===== src/source/cpuPkg.sv =====
// Shared widths, encodings and instruction layout for the 16-bit core; imported by every block
`default_nettype none

package cpuPkg;

  localparam int dataWidth    = 16;  // Register and bus width
  localparam int regAddrWidth = 3;   // Eight registers
  localparam int pcWidth      = 12;  // Instruction address width

  // Flag vector layout
  localparam int flagCount    = 4;
  localparam int flagZero     = 0;
  localparam int flagNegative = 1;
  localparam int flagCarry    = 2;
  localparam int flagOverflow = 3;

  typedef enum logic [1:0] {
    jumpClass     = 2'b00,
    constFiClass  = 2'b01,  // Wide constant into r7
    aluClass      = 2'b10,
    constFiiClass = 2'b11   // Byte constant
  } opClass;

  typedef enum logic [4:0] {
    opAdd        = 5'd0,
    opSub        = 5'd1,
    opAnd        = 5'd2,
    opOr         = 5'd3,
    opXor        = 5'd4,
    opNotA       = 5'd5,
    opShiftLeft  = 5'd6,
    opShiftRight = 5'd7,
    opMove       = 5'd8,
    opLoad       = 5'd10,
    opStore      = 5'd11
  } aluOp;

  typedef enum logic [1:0] {
    jumpFalse    = 2'b00,
    jumpTrue     = 2'b01,
    jumpAbsolute = 2'b10,
    jumpReserved = 2'b11   // Link and register jumps, treated as no-op
  } jumpKind;

  // Register write data source
  typedef enum logic [1:0] {
    fromAlu    = 2'b00,
    fromMemory = 2'b01,
    fromImm11  = 2'b10,
    fromImm8   = 2'b11
  } writeSel;

  typedef enum logic [1:0] {
    stateFetch     = 2'b00,
    stateDecode    = 2'b01,
    stateExecute   = 2'b10,
    stateWriteback = 2'b11
  } stateCode;

  typedef union packed {
    struct packed {
      opClass                  instrClass;
      logic [regAddrWidth-1:0] dest;
      aluOp                    op;
      logic [regAddrWidth-1:0] srcA;
      logic [regAddrWidth-1:0] srcB;
    } alu;
    struct packed {
      opClass      instrClass;
      logic [2:0]  spare;
      logic [10:0] imm11;
    } fi;
    struct packed {
      opClass                  instrClass;
      logic [regAddrWidth-1:0] dest;
      logic                    highByte;  // Selects bits 15:8
      logic [1:0]              spare;
      logic [7:0]              imm8;
    } fii;
    struct packed {
      opClass     instrClass;
      jumpKind    kind;
      logic [3:0] condition;  // Flag index, 4 and up is always true
      logic [7:0] offset;     // Absolute target uses condition and offset
    } jump;
  } instructionWord;

endpackage

`default_nettype wire


===== src/source/controlBus.sv =====
// Control bundle from the controller to the datapath blocks, carrying memory and flag returns
`timescale 1ns/1ps
`default_nettype none

interface controlBus;
  import cpuPkg::*;

  // Register file
  logic                    regWrite;
  logic [regAddrWidth-1:0] regDest;
  logic                    highByteWrite;
  logic [regAddrWidth-1:0] srcA;
  logic [regAddrWidth-1:0] srcB;
  writeSel                 writeSource;  // Selected in the core

  // ALU
  aluOp                    aluOperation;
  logic                    flagUpdate;
  logic [flagCount-1:0]    flags;        // Returned by the ALU

  // Program counter
  logic                    pcLoadRelative;
  logic                    pcLoadAbsolute;
  logic                    pcIncrement;
  logic [7:0]              jumpOffset;   // Also the imm8 field
  logic [pcWidth-1:0]      jumpTarget;   // Also carries imm11

  // Data bus
  logic                    memRequest;
  logic                    memWrite;
  logic                    memDone;      // One-cycle pulse on ack

  modport controlSide (
    output regWrite, regDest, highByteWrite, srcA, srcB, writeSource,
    output aluOperation, flagUpdate,
    output pcLoadRelative, pcLoadAbsolute, pcIncrement, jumpOffset, jumpTarget,
    output memRequest, memWrite,
    input  memDone, flags
  );
  modport registerSide (input regWrite, regDest, highByteWrite, srcA, srcB);
  modport aluSide (input aluOperation, flagUpdate, output flags);
  modport pcSide (input pcLoadRelative, pcLoadAbsolute, pcIncrement, jumpOffset, jumpTarget);
  modport memorySide (input memRequest, memWrite, output memDone);

endinterface

`default_nettype wire


===== src/source/controlUnit.sv =====
// Four-state multicycle controller; holds the instruction register and drives the control bundle
`timescale 1ns/1ps
`default_nettype none

module controlUnit (
  input  logic                         clock,
  input  logic                         arstN,
  input  logic                         run,
  input  logic [cpuPkg::dataWidth-1:0] instrData,
  controlBus.controlSide               ctrl
);
  import cpuPkg::*;

  stateCode       state;
  stateCode       nextState;
  instructionWord ir;
  logic           isMemOp;
  logic           conditionMet;
  logic           jumpTaken;

  always_ff @(posedge clock or negedge arstN) begin
    if (!arstN) begin
      state <= stateFetch;
      ir    <= '0;
    end else begin
      state <= nextState;
      if (state == stateDecode) begin
        ir <= instrData;  // Memory output is valid in decode
      end
    end
  end

  assign isMemOp = (ir.alu.instrClass == aluClass) &&
                   ((ir.alu.op == opLoad) || (ir.alu.op == opStore));

  // Jump condition from the selected flag
  always_comb begin
    if (ir.jump.condition < flagCount) begin
      conditionMet = ctrl.flags[ir.jump.condition[1:0]];
    end else begin
      conditionMet = 1'b1;
    end
    case (ir.jump.kind)
      jumpTrue:  jumpTaken = conditionMet;
      jumpFalse: jumpTaken = !conditionMet;
      default:   jumpTaken = 1'b0;
    endcase
  end

  always_comb begin
    nextState           = state;
    ctrl.regWrite       = 1'b0;
    ctrl.regDest        = ir.alu.dest;
    ctrl.highByteWrite  = 1'b0;
    ctrl.srcA           = ir.alu.srcA;
    ctrl.srcB           = ir.alu.srcB;
    ctrl.writeSource    = fromAlu;
    ctrl.aluOperation   = ir.alu.op;
    ctrl.flagUpdate     = 1'b0;
    ctrl.pcLoadRelative = 1'b0;
    ctrl.pcLoadAbsolute = 1'b0;
    ctrl.pcIncrement    = 1'b0;
    ctrl.jumpOffset     = ir.jump.offset;
    ctrl.jumpTarget     = {ir.jump.condition, ir.jump.offset};
    ctrl.memRequest     = 1'b0;
    ctrl.memWrite       = (ir.alu.op == opStore);

    case (state)
      stateFetch: begin
        if (run) begin
          nextState = stateDecode;  // Otherwise hold here
        end
      end
      stateDecode: begin
        nextState = stateExecute;
      end
      stateExecute: begin
        if (isMemOp) begin
          ctrl.memRequest = 1'b1;
          if (ctrl.memDone) begin
            nextState = stateWriteback;
          end
        end else begin
          ctrl.flagUpdate = (ir.alu.instrClass == aluClass);
          nextState       = stateWriteback;
        end
      end
      stateWriteback: begin
        nextState = stateFetch;
        case (ir.alu.instrClass)
          aluClass: begin
            ctrl.regWrite    = (ir.alu.op != opStore);
            ctrl.writeSource = (ir.alu.op == opLoad) ? fromMemory : fromAlu;
            ctrl.pcIncrement = 1'b1;
          end
          constFiClass: begin
            ctrl.regWrite    = 1'b1;
            ctrl.regDest     = '1;  // FI always targets r7
            ctrl.writeSource = fromImm11;
            ctrl.pcIncrement = 1'b1;
          end
          constFiiClass: begin
            ctrl.regWrite      = 1'b1;
            ctrl.regDest       = ir.fii.dest;
            ctrl.highByteWrite = ir.fii.highByte;
            ctrl.writeSource   = fromImm8;
            ctrl.pcIncrement   = 1'b1;
          end
          default: begin
            if (ir.jump.kind == jumpAbsolute) begin
              ctrl.pcLoadAbsolute = 1'b1;
            end else if (jumpTaken) begin
              ctrl.pcLoadRelative = 1'b1;
            end else begin
              ctrl.pcIncrement = 1'b1;  // Not taken or reserved
            end
          end
        endcase
      end
      default: begin
        nextState = stateFetch;
      end
    endcase
  end

endmodule

`default_nettype wire


===== src/source/registerFile.sv =====
// Eight-entry register file with two combinational read ports and a byte-merging write port
`timescale 1ns/1ps
`default_nettype none

module registerFile (
  input  logic                         clock,
  input  logic                         arstN,
  controlBus.registerSide              ctrl,
  input  logic [cpuPkg::dataWidth-1:0] writeData,
  output logic [cpuPkg::dataWidth-1:0] readA,
  output logic [cpuPkg::dataWidth-1:0] readB
);
  import cpuPkg::*;

  logic [dataWidth-1:0] regs [2**regAddrWidth];

  always_ff @(posedge clock or negedge arstN) begin
    if (!arstN) begin
      for (int i = 0; i < 2**regAddrWidth; i++) begin
        regs[i] <= '0;
      end
    end else if (ctrl.regWrite) begin
      if (ctrl.highByteWrite) begin
        // Low byte kept for the high-byte constant
        regs[ctrl.regDest][dataWidth-1:dataWidth/2] <= writeData[dataWidth-1:dataWidth/2];
      end else begin
        regs[ctrl.regDest] <= writeData;
      end
    end
  end

  assign readA = regs[ctrl.srcA];  // Address for memory ops
  assign readB = regs[ctrl.srcB];  // Store data for memory ops

endmodule

`default_nettype wire


===== src/source/aluUnit.sv =====
// Combinational ALU with a flag register updated at the end of execute
`timescale 1ns/1ps
`default_nettype none

module aluUnit (
  input  logic                         clock,
  input  logic                         arstN,
  controlBus.aluSide                   ctrl,
  input  logic [cpuPkg::dataWidth-1:0] operandA,
  input  logic [cpuPkg::dataWidth-1:0] operandB,
  output logic [cpuPkg::dataWidth-1:0] result
);
  import cpuPkg::*;

  logic [dataWidth:0] sum;
  logic [dataWidth:0] diff;
  logic               carryOut;
  logic               overflowOut;

  assign sum  = {1'b0, operandA} + {1'b0, operandB};
  assign diff = {1'b0, operandA} - {1'b0, operandB};  // Top bit is the borrow

  always_comb begin
    result      = '0;
    carryOut    = 1'b0;
    overflowOut = 1'b0;
    case (ctrl.aluOperation)
      opAdd: begin
        result      = sum[dataWidth-1:0];
        carryOut    = sum[dataWidth];
        overflowOut = (operandA[dataWidth-1] == operandB[dataWidth-1]) &&
                      (sum[dataWidth-1] != operandA[dataWidth-1]);
      end
      opSub: begin
        result      = diff[dataWidth-1:0];
        carryOut    = diff[dataWidth];
        overflowOut = (operandA[dataWidth-1] != operandB[dataWidth-1]) &&
                      (diff[dataWidth-1] != operandA[dataWidth-1]);
      end
      opAnd:  result = operandA & operandB;
      opOr:   result = operandA | operandB;
      opXor:  result = operandA ^ operandB;
      opNotA: result = ~operandA;
      opShiftLeft: begin
        result   = {operandA[dataWidth-2:0], 1'b0};
        carryOut = operandA[dataWidth-1];  // Bit shifted out
      end
      opShiftRight: begin
        result   = {1'b0, operandA[dataWidth-1:1]};
        carryOut = operandA[0];
      end
      opMove: result = operandA;
      default: result = '0;  // Load, store and unused codes
    endcase
  end

  always_ff @(posedge clock or negedge arstN) begin
    if (!arstN) begin
      ctrl.flags <= '0;
    end else if (ctrl.flagUpdate) begin
      ctrl.flags[flagZero]     <= (result == '0);
      ctrl.flags[flagNegative] <= result[dataWidth-1];
      ctrl.flags[flagCarry]    <= carryOut;
      ctrl.flags[flagOverflow] <= overflowOut;
    end
  end

endmodule

`default_nettype wire


===== src/source/programCounter.sv =====
// Program counter stepping at the end of writeback, with relative and absolute jumps
`timescale 1ns/1ps
`default_nettype none

module programCounter (
  input  logic                       clock,
  input  logic                       arstN,
  controlBus.pcSide                  ctrl,
  output logic [cpuPkg::pcWidth-1:0] pc
);
  import cpuPkg::*;

  logic [pcWidth-1:0] pcStep;
  logic [pcWidth-1:0] offsetExtended;

  assign pcStep = pc + 1'b1;

  // Sign-extend the 8-bit branch offset
  assign offsetExtended = {{(pcWidth-8){ctrl.jumpOffset[7]}}, ctrl.jumpOffset};

  always_ff @(posedge clock or negedge arstN) begin
    if (!arstN) begin
      pc <= '0;
    end else if (ctrl.pcLoadAbsolute) begin
      pc <= ctrl.jumpTarget;
    end else if (ctrl.pcLoadRelative) begin
      pc <= pcStep + offsetExtended;  // Relative to the next instruction
    end else if (ctrl.pcIncrement) begin
      pc <= pcStep;
    end
  end

endmodule

`default_nettype wire


===== src/source/dataBusMaster.sv =====
// Wishbone classic master performing a single load or store per controller request
`timescale 1ns/1ps
`default_nettype none

module dataBusMaster (
  input  logic                         clock,
  input  logic                         arstN,
  controlBus.memorySide                ctrl,
  input  logic [cpuPkg::dataWidth-1:0] address,
  input  logic [cpuPkg::dataWidth-1:0] writeData,
  output logic [cpuPkg::dataWidth-1:0] readData,
  output logic                         wbCyc,
  output logic                         wbStb,
  output logic                         wbWe,
  output logic [cpuPkg::dataWidth-1:0] wbAdr,
  output logic [cpuPkg::dataWidth-1:0] wbDatOut,
  input  logic [cpuPkg::dataWidth-1:0] wbDatIn,
  input  logic                         wbAck
);

  logic busy;  // Low is idle, high holds the cycle

  always_ff @(posedge clock or negedge arstN) begin
    if (!arstN) begin
      busy <= 1'b0;
      wbWe <= 1'b0;
    end else if (!busy) begin
      if (ctrl.memRequest) begin
        busy <= 1'b1;
        wbWe <= ctrl.memWrite;
      end
    end else if (wbAck) begin
      busy <= 1'b0;
      wbWe <= 1'b0;
    end
  end

  // Address and data stay stable for the whole cycle
  always_ff @(posedge clock) begin
    if (!busy && ctrl.memRequest) begin
      wbAdr    <= address;
      wbDatOut <= writeData;
    end
    if (busy && wbAck && !wbWe) begin
      readData <= wbDatIn;  // Read data sampled on ack
    end
  end

  assign wbCyc        = busy;
  assign wbStb        = busy;
  assign ctrl.memDone = busy && wbAck;

endmodule

`default_nettype wire


===== src/source/cpuCore.sv =====
// Top level of the multicycle core with instruction and Wishbone data ports
`timescale 1ns/1ps
`default_nettype none

module cpuCore (
  input  logic                         clock,
  input  logic                         arstN,
  input  logic                         run,
  output logic [cpuPkg::pcWidth-1:0]   instrAddr,
  input  logic [cpuPkg::dataWidth-1:0] instrData,
  output logic                         wbCyc,
  output logic                         wbStb,
  output logic                         wbWe,
  output logic [cpuPkg::dataWidth-1:0] wbAdr,
  output logic [cpuPkg::dataWidth-1:0] wbDatOut,
  input  logic [cpuPkg::dataWidth-1:0] wbDatIn,
  input  logic                         wbAck
);
  import cpuPkg::*;

  logic [dataWidth-1:0] readA;
  logic [dataWidth-1:0] readB;
  logic [dataWidth-1:0] aluResult;
  logic [dataWidth-1:0] loadData;
  logic [dataWidth-1:0] writeData;
  logic [pcWidth-1:0]   pc;

  controlBus ctrl ();

  assign instrAddr = pc;

  // Write data select; constants come from the low instruction fields
  always_comb begin
    case (ctrl.writeSource)
      fromMemory: writeData = loadData;
      fromImm11:  writeData = {{(dataWidth-11){1'b0}}, ctrl.jumpTarget[10:0]};
      fromImm8: begin
        if (ctrl.highByteWrite) begin
          writeData = {ctrl.jumpOffset, {(dataWidth-8){1'b0}}};
        end else begin
          writeData = {{(dataWidth-8){1'b0}}, ctrl.jumpOffset};
        end
      end
      default:    writeData = aluResult;
    endcase
  end

  controlUnit controlUnit_inst (
    .clock     (clock),
    .arstN     (arstN),
    .run       (run),
    .instrData (instrData),
    .ctrl      (ctrl)
  );

  registerFile registerFile_inst (
    .clock     (clock),
    .arstN     (arstN),
    .ctrl      (ctrl),
    .writeData (writeData),
    .readA     (readA),
    .readB     (readB)
  );

  aluUnit aluUnit_inst (
    .clock    (clock),
    .arstN    (arstN),
    .ctrl     (ctrl),
    .operandA (readA),
    .operandB (readB),
    .result   (aluResult)
  );

  programCounter programCounter_inst (
    .clock (clock),
    .arstN (arstN),
    .ctrl  (ctrl),
    .pc    (pc)
  );

  dataBusMaster dataBusMaster_inst (
    .clock     (clock),
    .arstN     (arstN),
    .ctrl      (ctrl),
    .address   (readA),
    .writeData (readB),
    .readData  (loadData),
    .wbCyc     (wbCyc),
    .wbStb     (wbStb),
    .wbWe      (wbWe),
    .wbAdr     (wbAdr),
    .wbDatOut  (wbDatOut),
    .wbDatIn   (wbDatIn),
    .wbAck     (wbAck)
  );

endmodule

`default_nettype wire


===== config.mk =====
export PLATFORM = sky130hd
export DESIGN_NAME = cpuCore
export DESIGN_NICKNAME = d
export VERILOG_FILES = /design/src/source/cpuPkg.sv /design/src/source/controlBus.sv /design/src/source/controlUnit.sv /design/src/source/registerFile.sv /design/src/source/aluUnit.sv /design/src/source/programCounter.sv /design/src/source/dataBusMaster.sv /design/src/source/cpuCore.sv
export SDC_FILE = /design/constraint.sdc
export NUM_CORES = 1
export LEC_CHECK = 0
export ABC_AREA = 1
export ABC_CLOCK_PERIOD_IN_PS = 9530
export BUFFER_PORTS_ARGS = -buffer_cell sky130_fd_sc_hd__buf_2
export CAP_MARGIN = 10
export CORE_UTILIZATION = 38
export CTS_CLUSTER_DIAMETER = 80
export DETAILED_ROUTE_END_ITERATION = 10
export HOLD_SLACK_MARGIN = 0.1
export PLACE_DENSITY = 0.59
export SYNTH_ARGS = -nofsm -noshare
export SYNTH_HDL_FRONTEND = slang
export SYNTH_SLANG_ARGS = --single-unit

===== constraint.sdc =====
create_clock -name clock -period 9.53 [get_ports clock]
set_input_delay 1.906 -clock clock [delete_from_list [all_inputs] [get_ports clock]]
set_output_delay 1.906 -clock clock [all_outputs]
set_load 0.005 [all_outputs]

== Word-level counts from Yosys, hierarchy flattened ==
Cells that the tools add are included.

* Flip-flop bits (word level): 212
* Latch bits: 0
* Memory bits (writable): 0
* Bits in read-only memories: 0
* Input bits: 36
* Output and inout port bits: 47
* Logic and storage cells: 143
* Memories: 0

* Add/subtract/negate cells: 4
* Multipliers: 0
* Div/mod/pow operators: 0
* $lt $le $gt $ge: 6
* Equality and inequality tests: 29
* Shift-type cells: 0
* Mux-type cells: 59
* Bitwise gates (word level): 7
* Reduce and logical (&&, ||, !) cells: 21

{| class="wikitable"
|+ Operators with widths
! cell !! count
|-
| $bwmux W128 || 2
|-
| $pmux W16 S9 || 1
|-
| $mux W128 || 1
|-
| $mux W16 || 7
|-
| $bmux W16 S3 || 2
|-
| $demux W16 S3 || 2
|-
| $pmux W16 S3 || 1
|-
| $mux W12 || 3
|-
| $mux W1 || 27
|-
| $eq A5 B3 Y1 const B || 4
|-
| $add A16 B16 Y17 || 1
|-
| $sub A16 B16 Y17 || 1
|-
| $and A16 B16 Y16 || 1
|-
| $logic_not A16 Y1 || 1
|-
| $not A16 Y16 || 1
|-
| $or A16 B16 Y16 || 1
|-
| $xor A16 B16 Y16 || 1
|-
| $eq A5 B4 Y1 const B || 3
|-
| $eq A2 B2 Y1 const B || 7
|-
| $add A12 B1 Y12 const B || 1
|-
| $add A12 B12 Y12 || 1
|-
| $ge A4 B4 Y1 const B || 3
|-
| $not A3 Y4 || 3
|-
| $eq A5 B2 Y1 const B || 2
|-
| other kinds (27) || 49
|}

== Logic depth before layout (Yosys ltp) ==
* Depth after elaboration: 12
* Mapped depth: 27
* Depth with buffers taken out: 24

== Hierarchy ==
From an unflattened synthesis, not the netlist that was laid out.

* Cell total of the unflattened synthesis: 2425
* Area, all modules: 15896.5 sq um

{| class="wikitable"
|+ Modules (own cells, without submodules)
! module !! times used !! cells an instance !! area each (sq um) !! seq. area each (sq um)
|-
| registerFile || 1 || 1168 || 7563.5 || 3203.1
|-
| aluUnit || 1 || 690 || 3549.7 || 100.1
|-
| dataBusMaster || 1 || 64 || 1552.7 || 1491.4
|-
| programCounter || 1 || 245 || 1534.0 || 300.3
|-
| controlUnit || 1 || 146 || 1193.6 || 450.4
|-
| cpuCore || 1 || 112 || 503.0 || 0.0
|}

== Worst setup path before layout ==
No wires, ideal clock.

* Path type: reg2reg
* Start point: register controlUnit_inst.ir[1] in the netlist's numbering
* End point: register with a tool-made name
* Library setup time: 0.132 ns
* Data arrival time: 3.170 ns
* Setup slack: 6.228 ns
* Cell stages (with the launch flop): 24
* Buffers on the path: 3
* Clock period less this slack: 3.302 ns
* Cell sequence: dfrtp_1 > clkbuf_1 > clkinv_1 > clkbuf_1 > a21oi_1 > o21ai_0 > nand2_1 > inv_1 > o21ai_0 > inv_1 > ha_1 > buf_2 > nor2_1 > nand2_1 > inv_1 > nand2_1 > nand2_1 > nand2_1 > nand3_1 > nand2_1 > nand2_1 > nand3_1 > o21ai_2 > o21ai_1

{| class="wikitable"
|+ RTL lines
! element !! line !! text
|-
| from (decl) || controlUnit.sv:16 || <nowiki>instructionWord ir;</nowiki>
|-
| from (signal assigned) || controlUnit.sv:28 || <nowiki>ir <= instrData;</nowiki>
|}

==> key figures <==
STA
  • Count of pins over their slew limit: 0
  • Max Freq: 192.2 MHz
  • Setup repair after global routing missed its margin: false
  • Relative slew margins: 25.83%
  • Post-route clock period utilization: 54.59%
  • Final Hold Fails: 0
  • Worst-case setup margin in the final layout: 4328 ps
  • Clock period minus final worst setup slack: 5202 ps
  • Setup violations, final: 0
  • Worst clock skew: 20.67 ps
  • Final total negative setup slack: 0 ps
  • Least-Margin Pin Slew: 1110 ps

Setup path
  • Bufs and invs on worst path: 5
  • Beginning of the worst register-to-register path: controlUnit_inst.ir[0]$_DFFE_PN0N_
  • Beginning of the critical path: controlUnit_inst.ir[0]$_DFFE_PN0N_
  • CP delay by family, top: compound AO/OA/AOI/OAI gates
  • Critical path launch point type: flip-flop
  • Critical Path, Cell by Cell: buf_4 > inv_1 > buf_4 > a21oi_1 > o21ai_0 > nand2_1 > inv_1 > o21ai_0 > inv_1 > ha_1 > nand2_1 > nor2_1 > and2_1 > nand2_1 > nand2_1 > nand2_1 > nand3_1 > nand3_1 > o21ai_2 > o21ai_0
  • Internal reg-to-reg setup slack: 4330 ps
  • Crit. path cell count: 20
  • Dominant cell type by count on the critical path: sky130_fd_sc_hd__nand2_1
  • Category of the critical setup timing path: reg2reg
  • Cell type of the slowest stage on the worst timing path: sky130_fd_sc_hd__o21ai_0
  • Data required time of the critical path: 9950 ps
  • Peak per-stage delay on the critical path: 740 ps
  • Critical Path AT: 5630 ps
  • R2R cell count: 20
  • Sort of element at the end of the critical path: flip-flop
  • Peak fanout along the critical path: 76

Logic synthesis
  • Yosys warning count: 0
  • Sequential area share after synthesis: 37.01%
  • Syn_nets: 2,279
  • Total of flip-flops plus latches after synthesis: 212
  • Number of enable flip-flop cells after synthesis: 48
  • Post-synthesis area per instance: 6.885 um^2
  • Post-synth cell types: 51
  • Number of instances in the synthesized netlist: 2,176
  • Most used flip-flop cell after synthesis: sky130_fd_sc_hd__dfrtp_1
  • Share of flip-flops with an asynchronous set or reset after synthesis: 77.36%
  • Mapped Area: 0.01498 mm^2

Route
  • Initial DRC Count: 1,289
  • Vias per Instance: 5.327
  • Final wirelength: 52.47 mm
  • Drt drc: 0
  • Via count: 14,650
  • Number of search-and-repair iterations in the first detailed-routing pass: 6
  • Detailed-route wire length per cell: 19.08 um
  • Remaining antenna violation count after routing: 0

Global routing
  • All-Layer GR Usage: 25.93%
  • Pin count of the biggest net entering global routing: 77
  • Total gr overflow: 0
  • Initial antenna violation count: 0
  • Global-route wire length before repair: 81.32 mm
  • Number of global-route vias before repair: 13,820

CTS
  • Clock tree root buffer cell: sky130_fd_sc_hd__clkbuf_16
  • Skew-Pair Late Insertion Delay: 570 ps
  • Clock buffers created by TritonCTS: 27
  • Buffer depth of the longest clock path: 3
  • Post-CTS setup repair buffer count: 0
  • Clock-pin transition on the worst setup and hold timing paths: 60 ps
  • Hold buffer count at CTS: 0
  • Clock tree from TritonCTS: built
  • Num Clock Sinks: 212
  • H-tree levels: 1
  • Post-cts repair resize count: 0

Cells and area
  • Most frequent standard cell in the layout excluding fill and tap cells: sky130_fd_sc_hd__nand2_1
  • Net count of the finished layout: 2,314
  • Proportion of layout cells with a drive suffix above 1: 9.229%
  • Area Overhead vs Synth: 10.68%
  • Commonest cells after routing, fill and taps aside: 581 x sky130_fd_sc_hd__nand2_1, 288 x sky130_fd_sc_hd__o21ai_0, 277 x sky130_fd_sc_hd__inv_1
  • Diodes inserted: 0

Status
  • Result of the run: completed

Floorplan
  • DIE WIDTH: 200.6 um
  • Effective utilization at floorplan: 38.68%
  • Floorplan die height: 200.6 um
  • Number of primary I/O pins: 83
  • Placement Rows: 72
  • Die outline area: 0.04022 mm^2
  • Placeable core region: 0.03874 mm^2

Placed design
  • Post-placement worst setup slack: 4469 ps
  • Placer congestion estimate: 0.9505
  • Half-perimeter wire length after detailed placement: 37.77 mm
  • Buffers added on ports: 82

Flow run
  • Count of maximum capacitance violations: 0

Worst hold path
  • Hold Crit Endpoint: registerFile_inst.regs[38]$_DFFE_PN0P_
  • Hold Path Cell Cnt: 2
  • HP Class: reg2reg
  • Hold_sp: registerFile_inst.regs[38]$_DFFE_PN0P_
## kinds of logic after synthesis
logic type | Yosys count | synth area share, %
simple gates | 1016 | 28.64
compound gates | 473 | 16.86
buf+inv | 387 | 10.51
flops | 212 | 37.01
fa+ha+maj | 67 | 5.746
xor+xnor | 21 | 1.228
## how the worst max path moves through the flow
stage                end
3_3_place_gp   flip-flop
2_1_floorplan  flip-flop
4_1_cts        flip-flop
3_5_place_dp   flip-flop
6_report       flip-flop
5_1_grt        flip-flop
## synth_stat cells (all sizes together), types with 3 or more instances
library cell | n | area share, %
ha | 64 | 5.3
a21boi | 3 | 0.18
fa | 3 | 0.40
dfrtp | 164 | 27
xnor2 | 3 | 0.18
buf | 54 | 2.1
nor3 | 11 | 0.37
nor4 | 5 | 0.29
nand2 | 584 | 15
a21oi | 119 | 4.1
o22ai | 9 | 0.38
nand4 | 18 | 0.89
o21ai | 311 | 11
xor2 | 18 | 1.1
inv | 287 | 7.2
nand3 | 210 | 7.2
nor2 | 175 | 4.6
o21bai | 3 | 0.15
or2 | 7 | 0.29
clkinv | 3 | 0.084
edfxtp | 48 | 9.6
o211ai | 20 | 1.0
clkbuf | 43 | 1.1
nand3b | 4 | 0.20
## per-layer routing
layer	track usage, %	up-vias	wire (um)
met5	0	-	0
met4	8.561	0	1558
met3	3.231	68	3073
met2	41.38	479	23740
met1	36.31	6951	24100
li1	-	7152	-
## worst min-delay path: stages (launching register included)
cell	delay, ps
sky130_fd_sc_hd__dfrtp_1	340
sky130_fd_sc_hd__nand2_1	50
sky130_fd_sc_hd__o21ai_0	60
## through the flow
step	util [%]	area [um^2]	std cells	hold WS, ps
after floorplan	-	14980	2176	453.0
after global placement	40.62	15740	2700	466.4
after detailed placement	40.62	15740	2700	472.8
after CTS	42.81	16580	2750	487.2
after global routing	42.81	16580	2750	507.6
final	42.81	16580	2750	485.6
## layout make-up
cell class,instances,area [um^2]
fillers,4047,22160
multi-input cells,1577,7871
flip-flops and latches,212,5548
inverters,290,1095
clock buffers,38,767.0
well taps,518,648.1
repair buffers,103,574.3
clock inverters,12,78.83
Power is not shown: default switching activity piles up to over one toggle a cycle in this logic, so the estimate is an artifact.
